===== src/logic/shader_front_pkg.sv =====
package shader_front_pkg;

	typedef logic [31:0] word_t;
	typedef logic [31:0] pc_t;
	typedef logic [3:0] group_t;
	typedef logic [4:0] line_num_t;
	typedef logic [2:0] word_num_t;
	typedef logic [23:0] tag_t;
	typedef logic [28:0] line_addr_t; // {tag, line}
	typedef logic [255:0] line_data_t; // Word 0 in the low bits

	typedef enum logic [1:0] {
		CLASS_FPINT = 2'd0,
		CLASS_MEM   = 2'd1,
		CLASS_SFU   = 2'd2,
		CLASS_GROUP = 2'd3
	} op_class_e;

	typedef enum logic [2:0] {
		FPINT_MOV,
		FPINT_FMUL,
		FPINT_IMUL,
		FPINT_FADD,
		FPINT_FMAX,
		FPINT_FMIN,
		FPINT_FCVT
	} fpint_opcode_e;

	// setup_mul_float in bit 19 down to encode_enable in bit 1
	typedef logic [19:0] fpint_ctrl_t;
	localparam int CTRL_MINMAX_SWAP = 11;
	localparam int CTRL_WRITEBACK = 0;

	function automatic op_class_e insn_class(word_t insn);
		return op_class_e'(insn[31:30]);
	endfunction

	function automatic fpint_opcode_e insn_fpint_op(word_t insn);
		return fpint_opcode_e'(insn[29:27]);
	endfunction

	function automatic tag_t pc_tag(pc_t pc);
		return pc[31:8];
	endfunction

	function automatic line_num_t pc_line(pc_t pc);
		return pc[7:3];
	endfunction

	function automatic word_num_t pc_word(pc_t pc);
		return pc[2:0];
	endfunction

endpackage


===== src/logic/decode_fpint.sv =====
`timescale 1ns/100ps

module decode_fpint import shader_front_pkg::*; (
	input  logic        clk,
	input  word_t       insn,
	input  logic        fpint_issue,
	output fpint_ctrl_t fpint_ctrl
);

	fpint_opcode_e opcode;
	logic [$bits(fpint_ctrl_t)-2:0] ctrl_row; // Everything above writeback

	assign opcode = insn_fpint_op(insn);

	// Issue is already registered upstream, so it lines up with the row
	always_comb begin
		fpint_ctrl = {ctrl_row, 1'b0};
		fpint_ctrl[CTRL_WRITEBACK] = fpint_issue;
	end

	// Fields are setup, mnorm, minmax, shiftr, addsub, clz, shiftl, round, encode
	always_ff @(posedge clk) begin
		case (opcode)
			FPINT_MOV:  ctrl_row <= 19'b01_01011_1001_0_01_1_1_11_1;
			FPINT_FMUL: ctrl_row <= 19'b10_00101_1001_0_01_1_1_11_1;
			FPINT_IMUL: ctrl_row <= 19'b00_01011_1001_0_01_1_1_10_0;
			FPINT_FADD: ctrl_row <= 19'b01_01000_1000_0_00_0_0_01_1;
			FPINT_FMAX, FPINT_FMIN: begin
				ctrl_row <= 19'b01_01000_0011_0_01_1_1_10_0;
				ctrl_row[CTRL_MINMAX_SWAP - 1] <= opcode == FPINT_FMIN;
			end
			FPINT_FCVT: ctrl_row <= 19'b01_01011_1000_1_11_0_0_01_1;
			default:    ctrl_row <= '0; // Opcode 7
		endcase
	end

endmodule


===== config.mk =====
export PLATFORM = sky130hd
export DESIGN_NAME = decode_fpint
export DESIGN_NICKNAME = d
export VERILOG_FILES = /design/src/logic/shader_front_pkg.sv /design/src/logic/decode_fpint.sv
export SDC_FILE = /design/constraint.sdc
export NUM_CORES = 1
export LEC_CHECK = 0
export BUFFER_PORTS_ARGS = -buffer_cell sky130_fd_sc_hd__buf_2
export CAP_MARGIN = 20
export CORE_MARGIN = 1
export CORE_UTILIZATION = 30
export CTS_CLUSTER_SIZE = 12
export DETAILED_ROUTE_END_ITERATION = 10
export PLACE_DENSITY = 0.73
export SYNTH_ARGS = -nofsm -noshare
export SYNTH_HDL_FRONTEND = slang
export SYNTH_SLANG_ARGS = --single-unit

===== constraint.sdc =====
create_clock -name clk -period 0.8 [get_ports clk]
set_input_delay 0.04 -clock clk [delete_from_list [all_inputs] [get_ports clk]]
set_output_delay 0.04 -clock clk [all_outputs]
set_load 0.05 [all_outputs]

==> results of run 1 <==
==> logic make-up after synthesis <==
kind of cell | synth area share
AND/OR/NAND/NOR | 0.159
flip-flops | 0.544
XOR/XNOR | 0.0595
other | 0.00849
buffers and inverters | 0.195
AO/OA/AOI/OAI | 0.0340
==> power by group <==
part           leakage, uW  total, uW  internal, uW  switching (uW)
clock network    0.0000210        468           276             192
registers         0.000101        672           644            28.4
logic             0.000175        428           155             273
total             0.000297       1570          1070             494
==> synthesized netlist by cell type <==
master / instances
dfxtp_1: 12
buf_4: 10
xnor2_1: 3
a21oi_1: 2
and2_1: 2
nand2_1: 2
nor2b_4: 2
buf_6: 1
conb_1: 1
nand2b_1: 1
nor2_1: 1
nor3b_2: 1
o21ai_0: 1
==> final cells by class <==
type                            count  area (um^2)
Fill cell                         116          662
Clock buffer                        4         36.3
Timing Repair Buffer               21          244
Multi-Input combinational cell     16          115
Sequential cell                    12          258
Tap cell                           15         18.8
==> worst max-delay path by stage <==
| stage | startpoint | slack, ps | endpoint |
|---|---|---|---|
| CTS | ctrl_row[8] | -60 | fpint_ctrl[4] |
| floorplan | ctrl_row[8] | 20 | fpint_ctrl[4] |
| global placement | insn[28] | 190 | ctrl_row[7] |
| finish | ctrl_row[8] | -40 | fpint_ctrl[9] |
| detailed placement | insn[28] | 150 | ctrl_row[1] |
| global route | ctrl_row[8] | -90 | fpint_ctrl[9] |
==> through the flow <==
step                      power, uW   util  area, um^2  std cells
after global routing           1650  0.504         672         68
after detailed placement       1010  0.363         484         64
final                          1570  0.504         672         68
after floorplan                1000      -         447         39
after global placement         1010  0.363         484         64
after CTS                      1580  0.483         644         68
==> routing by layer <==
metal / global-route usage / vias up / share of wire
met1: 0.0943 / 114 / 0.36
met2: 0.131 / 17 / 0.54
met3: 0.0333 / 2 / 0.066
met4: 0.133 / 0 / 0.022
met5: 0 / - / 0
li1: - / 135 / -
==> timing repair <==
| action | CTS | global route |
|---|---|---|
| endpoints found under the hold margin | 0 | 0 |
| setup buffers | 0 | 0 |
| resized for setup | 44 | 8 |
| endpoints found under the setup margin | 18 | 18 |
| hold buffers | 0 | 0 |
==> impl_metrics.env, run 1 <==
export IMPL_outcome="finished, violations left"
export IMPL_violations="negative setup slack"
export IMPL_p_per_area_nw_per_um2=2330
export IMPL_grt_start_max_net_pins=10
export IMPL_drv_slew=0
export IMPL_final_cell_mix="11 x dfxtp_2, 9 x buf_8, 7 x buf_6"
export IMPL_yosys_top_cells_area="dfxtp_1 54%, buf_4 17%, nor2b_4 6.2%"
export IMPL_syn_num_nets=73
export IMPL_hold_violations=0
export IMPL_cts_tree="yes"
export IMPL_routed_via_density=3.94
export IMPL_die_area_um2=1630
export IMPL_pre_cts_ws_ps=149
export IMPL_syn_inst=39
export IMPL_finalWorstSetupSlack_ps=-44.2
export IMPL_ant_nets=0
export IMPL_syn_area_um2=442
export IMPL_syn_area_per_cell_um2=11.3
export IMPL_cts_max_level=1
export IMPL_vias=268
export IMPL_ys_types=13
export IMPL_rsz0062_at_grt="yes"
export IMPL_setup_viol=10
export IMPL_hold_depth=2
export IMPL_yosysTopAreaCellShare=0.544
export IMPL_crit_family="flip-flops"
export IMPL_path_cells="buf_6"
export IMPL_area_growth_pct=52.1
export IMPL_clk_pin_slew_worst_paths_ps=70
export IMPL_drc_errors=0
export IMPL_root_buffer="clkbuf_4"
export IMPL_first_iter_violations=0
export IMPL_nNetsFinal=88
export IMPL_maxCapViolations=0
export IMPL_final_common_cell="dfxtp_2"
export IMPL_first_pass_iters=1
export IMPL_synth_seq_area_share=0.544
export IMPL_finalCritPeriodShare=1.06
export IMPL_synth_area_leader_cell="dfxtp_1"
export IMPL_grt_total_usage=0.0951
export IMPL_top_register="ctrl_row"
export IMPL_p_leak_uw=0.000297
export IMPL_routed_wl_um=632
export IMPL_hp_class="in2reg"
export IMPL_crit_fanout=4
export IMPL_critPathLaunchType="flip-flop"
export IMPL_vdd_drop_max_mv=0.991
export IMPL_start_util=0.331
export IMPL_holdCritStartpoint="insn[28]"
export IMPL_crit_slowest_cell="dfxtp_4"
export IMPL_fin_hold_ws_ps=31.7
export IMPL_critPathArrivalTime_ps=800
export IMPL_path_buf_inv=1
export IMPL_grt_pass1_wl_um=876
export IMPL_fmax_ghz=1.18
export IMPL_drive_above_1_share=0.755
export IMPL_core_region_area_um2=1330
export IMPL_rows=13
export IMPL_crit_path_end_kind="primary output"
export IMPL_max_stage_delay_ps=380
export IMPL_first_global_vias=204
export IMPL_routabilityCongestion=0.595
export IMPL_antenna_cells=0
export IMPL_holdPathEnd="ctrl_row[5]"
export IMPL_fp_dieW_um=40.4
export IMPL_critPathRequiredTime_ps=760
export IMPL_synth_warnings=0
export IMPL_port_buffers=21
export IMPL_io_pins=54
export IMPL_antenna_found_initial=0
export IMPL_wl_per_cell_um=9.29
export IMPL_dp_hpwl_um=458
export IMPL_path_class="reg2out"
export IMPL_dieHeight_um=40.4
export IMPL_cts_buffers=3
export IMPL_tns_ps=-282
export IMPL_ys_ff_latch=12
export IMPL_path_depth=1
export IMPL_largest_reg_flops=12
export IMPL_top_regs="ctrl_row: 12 flops"
export IMPL_grt_overflow_total=0
export IMPL_clk_path_buf_depth=2
export IMPL_cts_num_sinks=12
export IMPL_min_period_ps=844
No activity file was read; power rests on OpenSTA's default activity.
==> run 2: changes to the inputs <==
--- a/config.mk
+++ b/config.mk
@@ -8,10 +8,11 @@
 export BUFFER_PORTS_ARGS = -buffer_cell sky130_fd_sc_hd__buf_2
 export CAP_MARGIN = 20
 export CORE_MARGIN = 1
-export CORE_UTILIZATION = 30
+export CORE_UTILIZATION = 33
 export CTS_CLUSTER_SIZE = 12
 export DETAILED_ROUTE_END_ITERATION = 10
-export PLACE_DENSITY = 0.73
+export GPL_ROUTABILITY_DRIVEN = 1
+export PLACE_DENSITY = 0.79
 export SYNTH_ARGS = -nofsm -noshare
 export SYNTH_HDL_FRONTEND = slang
 export SYNTH_SLANG_ARGS = --single-unit
==> constraint.sdc (replaced) <==
create_clock -name clk -period 1.1 [get_ports clk]
set_input_delay 0.055 -clock clk [delete_from_list [all_inputs] [get_ports clk]]
set_output_delay 0.055 -clock clk [all_outputs]
set_load 0.05 [all_outputs]
==> run 2 against run 1 <==
  * Hold slack better by 24 ps
  * Cell count is 2.9% lower
  * Critical path depth stayed put
  * Highest routed layer unchanged
  * Core utilization is 7.6 points lower
  * Clock-buffer cell count is 1 lower
  * The flow now finishes without violations
  * First-iteration DRC count is 2 higher
  * Wire length is 2.1% lower
  * Combinational power is 41% lower
  * Non-clock buffer count stayed put
  * Via count is 1.1% higher
  * Clock power is 48% lower
  * Power is 38% lower
==> impl_metrics.env, run 2 (same netlist as run 1, synthesis figures left out) <==
export IMPL_outcome="complete, no violations"
export IMPL_dp_hpwl_um=448
export IMPL_total_power_uw=968
export IMPL_critPathRequiredTime_ps=1040
export IMPL_grt_pass1_wl_um=862
export IMPL_hold_depth=2
export IMPL_p_leak_uw=0.000245
export IMPL_maxCapViolations=0
export IMPL_cts_tree="yes"
export IMPL_postPlaceCellArea_um2=478
export IMPL_core_region_area_um2=1170
export IMPL_clk_path_buf_depth=2
export IMPL_ant_nets=0
export IMPL_hold_violations=0
export IMPL_port_buffers=21
export IMPL_drv_slew=0
export IMPL_fp_dieW_um=38.6
export IMPL_fin_hold_ws_ps=55.8
export IMPL_crit_slowest_cell="dfxtp_1"
export IMPL_path_class="reg2out"
export IMPL_grt_total_usage=0.0931
export IMPL_path_cells="buf_2"
export IMPL_hp_class="in2reg"
export IMPL_routed_via_density=4.11
export IMPL_vias=271
export IMPL_start_util=0.377
export IMPL_io_pins=54
export IMPL_fillers=117
export IMPL_largest_reg_flops=12
export IMPL_grt_overflow_total=0
export IMPL_clk_pin_slew_worst_paths_ps=60
export IMPL_crit_fanout=4
export IMPL_rows=12
export IMPL_final_cell_area_um2=500
export IMPL_dieHeight_um=38.6
export IMPL_path_buf_inv=1
export IMPL_final_common_cell="buf_2"
export IMPL_top_register="ctrl_row"
export IMPL_critPathArrivalTime_ps=870
export IMPL_cts_hold_buf=0
export IMPL_top_regs="ctrl_row: 12 flops"
export IMPL_post_cts_setup_buffers=0
export IMPL_cts_buffers=3
export IMPL_multi_input_area_um2=115
export IMPL_cts_max_level=1
export IMPL_max_stage_delay_ps=340
export IMPL_nNetsFinal=88
export IMPL_holdCritStartpoint="insn[27]"
export IMPL_first_global_vias=219
export IMPL_final_cell_mix="21 x buf_2, 12 x dfxtp_1, 3 x xnor2_1, 3 x clkbuf_4"
export IMPL_min_period_ps=923
export IMPL_grt_start_max_net_pins=10
export IMPL_area_growth_pct=13.3
export IMPL_holdPathEnd="ctrl_row[15]"
export IMPL_tns_ps=0
export IMPL_drive_above_1_share=0.519
export IMPL_regArea_um2=240
export IMPL_finalCritPeriodShare=0.839
export IMPL_antenna_cells=0
export IMPL_first_pass_iters=2
export IMPL_crit_path_end_kind="primary output"
export IMPL_setup_viol=0
export IMPL_root_buffer="clkbuf_4"
export IMPL_antenna_found_initial=0
export IMPL_die_area_um2=1490
export IMPL_rsz0062_at_grt="no"
export IMPL_routabilityCongestion=0.561
export IMPL_vdd_drop_max_mv=0.559
export IMPL_routed_wl_um=619
export IMPL_cts_num_sinks=12
export IMPL_post_cts_resized=0
export IMPL_p_per_area_nw_per_um2=1930
export IMPL_critPathLaunchType="flip-flop"
export IMPL_fmax_ghz=1.08
export IMPL_wl_per_cell_um=9.38
export IMPL_first_iter_violations=2
export IMPL_drc_errors=0
export IMPL_crit_family="flip-flops"
-- run 2: changes by cell type in the layout (fill, tap and decap cells not counted), sizes merged --
cell    change
clkbuf      -1
-- run 2: area by class of cell --
class                      instances  area share
sequential                        12       0.480
clock buffer                       3      0.0450
tap                               14      0.0350
timing repair buffer              21       0.210
multi-input combinational         16       0.230
-- run 2: how the worst max path moves through the flow --
stage                         end        start  slack, ps  depth (start not counted)
global route        fpint_ctrl[4]  ctrl_row[8]        120                          1
finish              fpint_ctrl[4]  ctrl_row[8]        180                          1
CTS                 fpint_ctrl[4]  ctrl_row[8]        170                          1
floorplan           fpint_ctrl[4]  ctrl_row[8]        110                          1
global placement    fpint_ctrl[3]  ctrl_row[8]        460                          1
detailed placement  fpint_ctrl[4]  ctrl_row[8]        450                          1
-- run 2: stage by stage --
step / cells / worst slack (ps) / utilization
5_1_grt: 66 / 121 / 0.427
4_1_cts: 66 / 166 / 0.427
3_3_place_gp: 63 / 459 / 0.408
3_5_place_dp: 63 / 452 / 0.408
2_1_floorplan: 39 / 111 / -
6_report: 66 / 177 / 0.427
-- run 2: layer usage --
metal / part of all wire / GRT usage / up-vias
met2: 0.55 / 0.167 / 19
met1: 0.34 / 0.0683 / 115
li1: - / - / 135
met3: 0.097 / 0.0520 / 2
met4: 0.016 / 0.0776 / 0
met5: 0 / 0 / -
-- run 2: report_power, final --
| group | switching, uW | total, uW | internal, uW |
|---|---|---|---|
| combinational | 200 | 252 | 52.6 |
| clock | 118 | 244 | 126 |
| sequential | 7.71 | 471 | 463 |
| total | 326 | 968 | 642 |
