### src/logic/shader_front_pkg.sv
package shader_front_pkg;

	typedef logic [31:0] word_t;
	typedef logic [31:0] pc_t;
	typedef logic [3:0] group_t;
	typedef logic [4:0] line_num_t;
	typedef logic [2:0] word_num_t;
	typedef logic [23:0] tag_t;
	typedef logic [28:0] line_addr_t; // {tag, line}
	typedef logic [255:0] line_data_t; // Word 0 in the low bits

	typedef enum logic [1:0] {
		CLASS_FPINT = 2'd0,
		CLASS_MEM   = 2'd1,
		CLASS_SFU   = 2'd2,
		CLASS_GROUP = 2'd3
	} op_class_e;

	typedef enum logic [2:0] {
		FPINT_MOV,
		FPINT_FMUL,
		FPINT_IMUL,
		FPINT_FADD,
		FPINT_FMAX,
		FPINT_FMIN,
		FPINT_FCVT
	} fpint_opcode_e;

	// setup_mul_float in bit 19 down to encode_enable in bit 1
	typedef logic [19:0] fpint_ctrl_t;
	localparam int CTRL_MINMAX_SWAP = 11;
	localparam int CTRL_WRITEBACK = 0;

	function automatic op_class_e insn_class(word_t insn);
		return op_class_e'(insn[31:30]);
	endfunction

	function automatic fpint_opcode_e insn_fpint_op(word_t insn);
		return fpint_opcode_e'(insn[29:27]);
	endfunction

	function automatic tag_t pc_tag(pc_t pc);
		return pc[31:8];
	endfunction

	function automatic line_num_t pc_line(pc_t pc);
		return pc[7:3];
	endfunction

	function automatic word_num_t pc_word(pc_t pc);
		return pc[2:0];
	endfunction

endpackage

### src/logic/icache_refill.sv
`timescale 1ns/100ps

module icache_refill import shader_front_pkg::*; #(
	parameter int PENDING_DEPTH = 8
) (
	input  logic       clk,
	input  logic       rst_n,
	input  logic       miss,
	input  line_addr_t miss_line,
	output logic       miss_taken,
	output logic       mem_req_valid,
	input  logic       mem_req_ready,
	output line_addr_t mem_req_line,
	input  logic       mem_beat_valid,
	output logic       mem_beat_ready,
	input  word_t      mem_beat_data,
	input  logic       mem_beat_last,
	output logic       fill_valid,
	output line_addr_t fill_line,
	output line_data_t fill_data
);

	localparam int PTR_W = $clog2(PENDING_DEPTH);
	localparam int CNT_W = $clog2(PENDING_DEPTH + 1);

	line_addr_t pending [PENDING_DEPTH];
	logic [PTR_W-1:0] wr_ptr, req_ptr, rd_ptr;
	logic [CNT_W-1:0] count; // Lines not yet filled
	logic [CNT_W-1:0] unreq; // Lines not yet requested
	logic req_fire, beat_fire;

	assign miss_taken = miss && count != CNT_W'(PENDING_DEPTH);

	assign mem_req_valid = unreq != '0;
	assign mem_req_line = pending[req_ptr];
	assign req_fire = mem_req_valid & mem_req_ready;

	assign mem_beat_ready = ~fill_valid; // Stall while the line goes out
	assign beat_fire = mem_beat_valid & mem_beat_ready;

	assign fill_line = pending[rd_ptr];

	always_ff @(posedge clk or negedge rst_n) begin
		if (!rst_n) begin
			wr_ptr <= '0;
			req_ptr <= '0;
			rd_ptr <= '0;
			count <= '0;
			unreq <= '0;
			fill_valid <= 1'b0;
		end else begin
			if (miss_taken)
				wr_ptr <= wr_ptr + 1'b1;
			if (req_fire)
				req_ptr <= req_ptr + 1'b1;
			if (fill_valid)
				rd_ptr <= rd_ptr + 1'b1;

			count <= count + CNT_W'(miss_taken) - CNT_W'(fill_valid);
			unreq <= unreq + CNT_W'(miss_taken) - CNT_W'(req_fire);
			fill_valid <= beat_fire & mem_beat_last;
		end
	end

	always_ff @(posedge clk) begin
		if (miss_taken)
			pending[wr_ptr] <= miss_line;

		// First beat ends up in word 0
		if (beat_fire)
			fill_data <= {mem_beat_data, fill_data[$bits(line_data_t)-1:$bits(word_t)]};
	end

	// Memory only returns lines that were requested and not yet filled
	assert property (@(posedge clk) disable iff (!rst_n) beat_fire |-> count != unreq);

endmodule

### config.mk
export PLATFORM = sky130hd
export DESIGN_NAME = icache_refill
export DESIGN_NICKNAME = d
export VERILOG_FILES = /design/src/logic/shader_front_pkg.sv /design/src/logic/icache_refill.sv
export SDC_FILE = /design/constraint.sdc
export NUM_CORES = 1
export LEC_CHECK = 0
export ABC_CLOCK_PERIOD_IN_PS = 15250
export BUFFER_PORTS_ARGS = -buffer_cell sky130_fd_sc_hd__buf_2
export CAP_MARGIN = 40
export CORE_MARGIN = 3
export CORE_UTILIZATION = 55
export DETAILED_ROUTE_END_ITERATION = 10
export PLACE_DENSITY_LB_ADDON = 0.25
export SLEW_MARGIN = 10
export SYNTH_ARGS = -nofsm -noshare
export SYNTH_HDL_FRONTEND = slang
export SYNTH_SLANG_ARGS = --single-unit
export TNS_END_PERCENT = 30
### constraint.sdc
create_clock -name clk -period 15.25 [get_ports clk]
set_input_delay 3.05 -clock clk [delete_from_list [all_inputs] [get_ports clk]]
set_output_delay 3.05 -clock clk [all_outputs]
set_load 0.05 [all_outputs]
==> run metrics, run 1 <==
Hold-fix buffers, CTS 0; Slew Limit Fails 0; residual DRC count 0; most common flop cell mapped by yosys edfxtp_1; Yosys reg bits around 510; Post-synth EDFFs between 400 and 500; area of the mapped netlist about 19000 µm²; period utilization approximately 45%; via/cell ratio around 5.7; Area growth syn-to-layout 22.5%; first-pass GRT wire length ~63 mm; CTS Root Cell clkbuf_16; Net Count, Synth slightly below 900; grt ovf 0; worst-margin pin slew 0.753 ns; # rows 67; Initial Util a little under three fifths; CORE AREA 34000 µm²; num ports ~390; Avg Inst Size Synth approximately 25 µm²; Fmax achieved roughly 150 MHz; DR WL/cell 25.3 µm; P per Cell Area just over 200 nW/µm²; TNS Setup 0 ns; Worst-Skew Late Latency 0.56 ns; ys async rst share under 10%; H-tree depth 2; Synth warnings 0; leading area contributor after synthesis edfxtp_1; Worst VDD drop about 0.20 mV; Antenna Nets Post-Route 0; CTS clk-pin slew, worst paths 0.07 ns; Setup crit start kind primary input; input/output buffers around 380; RSZ-0062 raised after global routing false; Post-Route WL between 40 and 50 mm; skew final ~0.021 ns; CP Class primary input to output port; Slew headroom 49.8%; Pre-Repair DR Iteration Count 5; number of nets in the layout between 1000 and 1500; Die ar. approximately 37000 µm²; DRT iter0 DRCs a little over 800; hpwl dp between 20 and 30 mm; CTS tree built; minimum clock period 6.88 ns; Via Count just under 10000; number of global-route vias before repair 9997; Clock Tree Buf Depth 3; Die W between 150 and 200 µm; CP required between 10 and 15 ns; number of max-cap violations 0; Die Y 193 µm; fraction of layout cells with a size suffix above 1 between 50% and 60%; total track usage between 20% and 30%; CP max FO 7; setup violators final 0; post-synth cell types 25; synth top area cells edfxtp_1 (76%), mux4_2 (14%), mux2_2 (2.4%); Syn Inst Count a little under 800; total leakage power approximately 8.6 nW; most common cell in the netlist edfxtp_1; WP data arrival 3.83 ns; sequential-to-total area share from yosys stat 78.7%; largest net degree at the start of global routing 76; Hold Vio Cnt, Final 0; Non-Filler Instances about 1700; Synth top cells by count edfxtp_1 (488), mux4_2 (116), mux2_2 (41); post-placement cell count 1603; cts repair resizes 0; clk sinks about 500; CP Capture Type output port; post-CTS setup buffers 0; post-synth top area share between 70 and 80%; outcome complete, no violations; GP Congestion 0.788; total CTS buffers 50; initial antenna violation count 7; min-delay worst type flip-flop to flip-flop
[per-stage QoR]
step                setup WS [ns]  area, µm²  total power [mW]  util [%]  hold slack (ns)
floorplan                   0.238      19200              3.27         -            0.525
global placement             8.38      21600              3.62      63.7            0.424
detailed placement           8.38      21800              3.68      64.1            0.426
CTS                          8.38      23400              4.91      68.9            0.438
global route                 8.32      23500              5.06      69.2            0.445
finish                       8.37      23500              4.85      69.2            0.437
[path summary, 6_finish.rpt]
path | startpoint | to | slack [ns] | cells after the start
max | miss | miss_taken | 8.37 | 4
min | fill_data[102]$_DFFE_PP_ | fill_data[70]$_DFFE_PP_ | 0.44 | 0
max reg2reg | fill_valid$_DFF_PN0_ | fill_data[166]$_DFFE_PP_ | 12.45 | 7
min reg2reg | fill_data[102]$_DFFE_PP_ | fill_data[70]$_DFFE_PP_ | 0.44 | 0
max in group asynchronous | rst_n | rd_ptr[1]$_DFFE_PN0P_ | 12.48 | 1
min in group asynchronous | rst_n | unreq[3]$_DFF_PN0_ | 2.43 | 1
[cells in the final DEF, fill, tap and decap left out, drive strengths merged, types with 4 or more instances in the layout]
cell / Yosys / routed
xnor2: 7 / 7
buf: 18 / 409
mux4: 116 / 116
diode: 0 / 5
mux2: 61 / 61
nor3: 4 / 4
inv: 16 / 18
clkbuf: 16 / 57
nand2: 4 / 4
ha: 13 / 13
dfrtp: 18 / 18
bufinv: 0 / 7
edfxtp: 488 / 488
clkinv: 0 / 21
[layout make-up]
class	instances	area, µm²
antenna	5	12.5
clock buffer	57	1300
clock inverter	33	352
fill	2151	10400
inverter	16	60.1
multi-input combinational	227	3860
sequential	506	15100
tap	448	561
timing repair buffer	409	2250
[cell families after synthesis]
logic type	synth area share, %
buffers and inverters	1.47
multiplexers	17.6
AO/OA/AOI/OAI	0.130
flip-flops	78.7
adder cells (fa/ha/maj)	1.06
AND/OR/NAND/NOR	0.574
XOR/XNOR	0.457
[where the power goes]
part           total (mW)  internal [mW]  switching [mW]
combinational        1.80          0.659            1.14
sequential           1.83           1.70           0.132
clock                1.22          0.730           0.493
total                4.85           3.09            1.76
[flip-flops by register name, summed over array words and instances (netlist names)]
register / count
fill_valid: 1
count: 4
rd_ptr: 3
fill_data: 256
req_ptr: 3
unreq: 4
pending: 232
wr_ptr: 3
[metal layers]
metal	GRT usage (%)	wire length [µm]	vias up
li1	-	-	4148
met1	30.5	16600	5069
met2	39.4	22400	365
met3	5.12	2840	82
met4	7.23	1120	6
met5	0	41	-
[critical path, cell delays in order]
cell,delay [ns]
buf_2,0.10
nand2_1,0.21
inv_1,0.18
buf_2,0.28
(Power assumes the default switching activity.)
==> run 2, diff against run 1 <==
--- a/config.mk
+++ b/config.mk
@@ -5,11 +5,12 @@
 export SDC_FILE = /design/constraint.sdc
 export NUM_CORES = 1
 export LEC_CHECK = 0
-export ABC_CLOCK_PERIOD_IN_PS = 15250
+export ABC_AREA = 1
+export ABC_CLOCK_PERIOD_IN_PS = 5770
 export BUFFER_PORTS_ARGS = -buffer_cell sky130_fd_sc_hd__buf_2
 export CAP_MARGIN = 40
 export CORE_MARGIN = 3
-export CORE_UTILIZATION = 55
+export CORE_UTILIZATION = 50
 export DETAILED_ROUTE_END_ITERATION = 10
 export PLACE_DENSITY_LB_ADDON = 0.25
 export SLEW_MARGIN = 10
==> constraint.sdc (replaced) <==
create_clock -name clk -period 5.77 [get_ports clk]
set_input_delay 1.154 -clock clk [delete_from_list [all_inputs] [get_ports clk]]
set_output_delay 1.154 -clock clk [all_outputs]
set_load 0.05 [all_outputs]
==> run 2 against run 1 <==
  * Flip-flop and latch count unchanged
  * Count of clock-buffer cells in the layout rose by 11
  * Combinational power grew to 3.3 times the previous value
  * Register-to-register slack lost 9.4 ns
  * Critical path type is now flip-flop to output port
  * Critical endpoint is now fill_line[12]
  * Largest cell class unchanged
==> run metrics, run 2 <==
H-tree depth 2 (unchanged); Fmax achieved roughly 240 MHz; Clock Tree Buf Depth 3 (unchanged); largest reg by FF count fill_data (unchanged); most frequent cells in the layout nand2_1 (768), edfxtp_1 (488), buf_2 (384) (was edfxtp_1 (488), buf_2 (384), mux4_2 (116)); Yosys reg bits 506 (unchanged); P per Cell Area 546 nW/µm² (was 207 nW/µm²); area of the mapped netlist 21000 µm² (was 19200 µm²); hpwl dp 34.3 mm (was 28.4 mm); DP Area 23500 µm² (was 21800 µm²); Antenna Nets Post-Route 0 (unchanged); most common flop cell mapped by yosys edfxtp_1 (unchanged); synth top area cells edfxtp_1 (70%), nand2_1 (14%), nand3_1 (5.6%) (was edfxtp_1 (76%), mux4_2 (14%), mux2_2 (2.4%)); Syn Inst Count 1902 (was 783); Post-Route WL 54.4 mm (was 43.0 mm); period utilization a little under three quarters; Synth warnings 0 (unchanged); max reg flops 256 (unchanged); cts repair resizes 0 (unchanged); final core utilization 60.9% (was 69.2%); Tot Pwr 13.7 mW (was 4.85 mW); Non-Filler Instances 2852 (was 1701); number of max-cap violations 0 (unchanged); Worst VDD drop 0.401 mV (was 0.203 mV); CP endpoint fill_line[12] (was miss_taken); num ports 385 (unchanged); GP Congestion 0.814 (was 0.788); total leakage power 11.3 nW (was 8.61 nW); WP data arrival 2.98 ns (was 3.83 ns); residual DRC count 0 (unchanged); grt ovf 0 (unchanged); Antenna Cells 0 (was 5); TNS Setup 0 ns (unchanged); post-synth top area share 69.6% (was 76.4%); post-placement cell count 2760 (was 1603); clk sinks 506 (unchanged); Pre-Repair DR Iteration Count 8 (was 5); CP Launch Point rd_ptr[0]$_DFFE_PN0P_ (was miss); Area growth syn-to-layout 19.2% (was 22.5%); via/cell ratio 5.26 (was 5.68); worst-margin pin slew 0.913 ns (was 0.753 ns); hold_ws 0.436 ns (was 0.437 ns); largest net degree at the start of global routing 127 (was 76); r2r worst-path depth 6 (was 7); min-delay worst type flip-flop to flip-flop (unchanged); fraction of layout cells with a size suffix above 1 21.5% (was 54.3%); post-CTS setup buffers 0 (unchanged); total track usage 23.9% (was 23.2%); Hold Vio Cnt, Final 0 (unchanged); Post-synth EDFFs 488 (unchanged); total CTS buffers 51 (was 50); input/output buffers 384 (unchanged); number of global-route vias before repair 14600 (was 9997); sequential-to-total area share from yosys stat 71.8% (was 78.7%); DRT iter0 DRCs 1440 (was 817); CP max FO 62 (was 7); Slew Limit Fails 0 (unchanged); Die ar. 44600 µm² (was 37200 µm²); skew final 0.0339 ns (was 0.0215 ns); Net Count, Synth 1984 (was 865); CTS clk-pin slew, worst paths 0.06 ns (was 0.07 ns); outcome complete, no violations (unchanged); Hold-fix buffers, CTS 0 (unchanged); Setup crit start kind flip-flop (was primary input); most common cell in the netlist nand2_1 (was edfxtp_1); dpl ws 2.31 ns (was 8.38 ns); final setup margin 1.64 ns (was 8.37 ns); CP required 4.62 ns (was 12.20 ns); # rows 74 (was 67); initial antenna violation count 2 (was 7); Slew headroom 38.8% (was 49.8%); Worst R2R Start count[2]$_DFF_PN0_ (was fill_valid$_DFF_PN0_); post-synth cell types 22 (was 25); Initial Util 51.1% (was 56.5%); number of nets in the layout 2363 (was 1292); Via Count 15000 (was 9670); largest registers in the final layout fill_data: 256 flops, pending: 232 flops (unchanged); first-pass GRT wire length 81.5 mm (was 63.0 mm); FF-to-FF End pending[1][8]$_DFFE_PP_ (was fill_data[166]$_DFFE_PP_); DR WL/cell 19.1 µm (was 25.3 µm); CORE AREA 41200 µm² (was 34000 µm²); worst reg-to-reg setup slack 3.03 ns (was 12.45 ns); Die W 211 µm (was 193 µm); ys async rst share 3.56% (unchanged); CTS Root Cell clkbuf_16 (unchanged); CP Class flip-flop to output port (was primary input to output port); CP Capture Type output port (unchanged); minimum clock period approximately 4.1 ns; Avg Inst Size Synth 11.1 µm² (was 24.5 µm²); CTS tree built (unchanged); commonest non-fill, non-tap cell in the layout nand2_1 (was edfxtp_1); Synth top cells by count nand2_1 (768), edfxtp_1 (488), inv_1 (256) (was edfxtp_1 (488), mux4_2 (116), mux2_2 (41)); leading area contributor after synthesis edfxtp_1 (unchanged); design area 25100 µm² (was 23500 µm²); Worst-Skew Late Latency 0.60 ns (was 0.56 ns); setup violators final 0 (unchanged); Die Y 211 µm (was 193 µm); RSZ-0062 raised after global routing false (unchanged)
==> run 2: routing by layer <==
layer	part of all wire [%]	routed length (µm)	up-vias	GRT usage (%)
met5	0.057	31	-	0
met4	3.1	1690	4	9.52
met3	9.8	5340	149	5.54
met2	49	26500	790	39.6
met1	38	20900	7125	30.8
li1	-	-	6933	-
==> run 2: area by class of cell <==
type | instances | area (µm²)
Multi-Input combinational cell | 1046 | 4490
Tap cell | 532 | 666
Clock buffer | 68 | 1390
Fill cell | 3205 | 16100
Timing Repair Buffer | 416 | 2270
Sequential cell | 506 | 15100
Inverter | 260 | 981
Clock inverter | 24 | 171
==> run 2: kinds of logic (layout without fill, tap and decap cells) <==
| kind of cell | Yosys count | count (layout) | share of synthesized area (%) |
|---|---|---|---|
| flops | 506 | 506 | 71.8 |
| xor+xnor | 10 | 10 | 0.416 |
| fa+ha+maj | 15 | 15 | 0.963 |
| buf+inv | 350 | 768 | 7.12 |
| simple gates | 1014 | 1014 | 19.6 |
| compound gates | 7 | 7 | 0.166 |
==> run 2: critical path, stage by stage (launching register included) <==
cell and delay [ns]:
dfrtp_4 0.66, inv_4 0.62, buf_4 0.45, nand2_1 0.11
nand3_1 0.08, nand2_1 0.05, nand2_1 0.05, nand2_1 0.08
buf_2 0.22
==> run 2: power by group <==
part | internal [mW] | total, mW | switching (mW)
sequential | 4.49 | 4.71 | 0.223
clock | 1.78 | 3.12 | 1.34
combinational | 1.37 | 5.87 | 4.50
==> run 2: worst min-delay path by stage <==
stage,cells after the start,endpoint,from
after floorplan,2,count[3]$_DFF_PN0_,count[3]$_DFF_PN0_
after global placement,0,fill_data[51]$_DFFE_PP_,fill_data[83]$_DFFE_PP_
after detailed placement,0,fill_data[125]$_DFFE_PP_,fill_data[157]$_DFFE_PP_
after CTS,0,fill_data[138]$_DFFE_PP_,fill_data[170]$_DFFE_PP_
after global routing,0,fill_data[170]$_DFFE_PP_,fill_data[202]$_DFFE_PP_
final,0,fill_data[138]$_DFFE_PP_,fill_data[170]$_DFFE_PP_
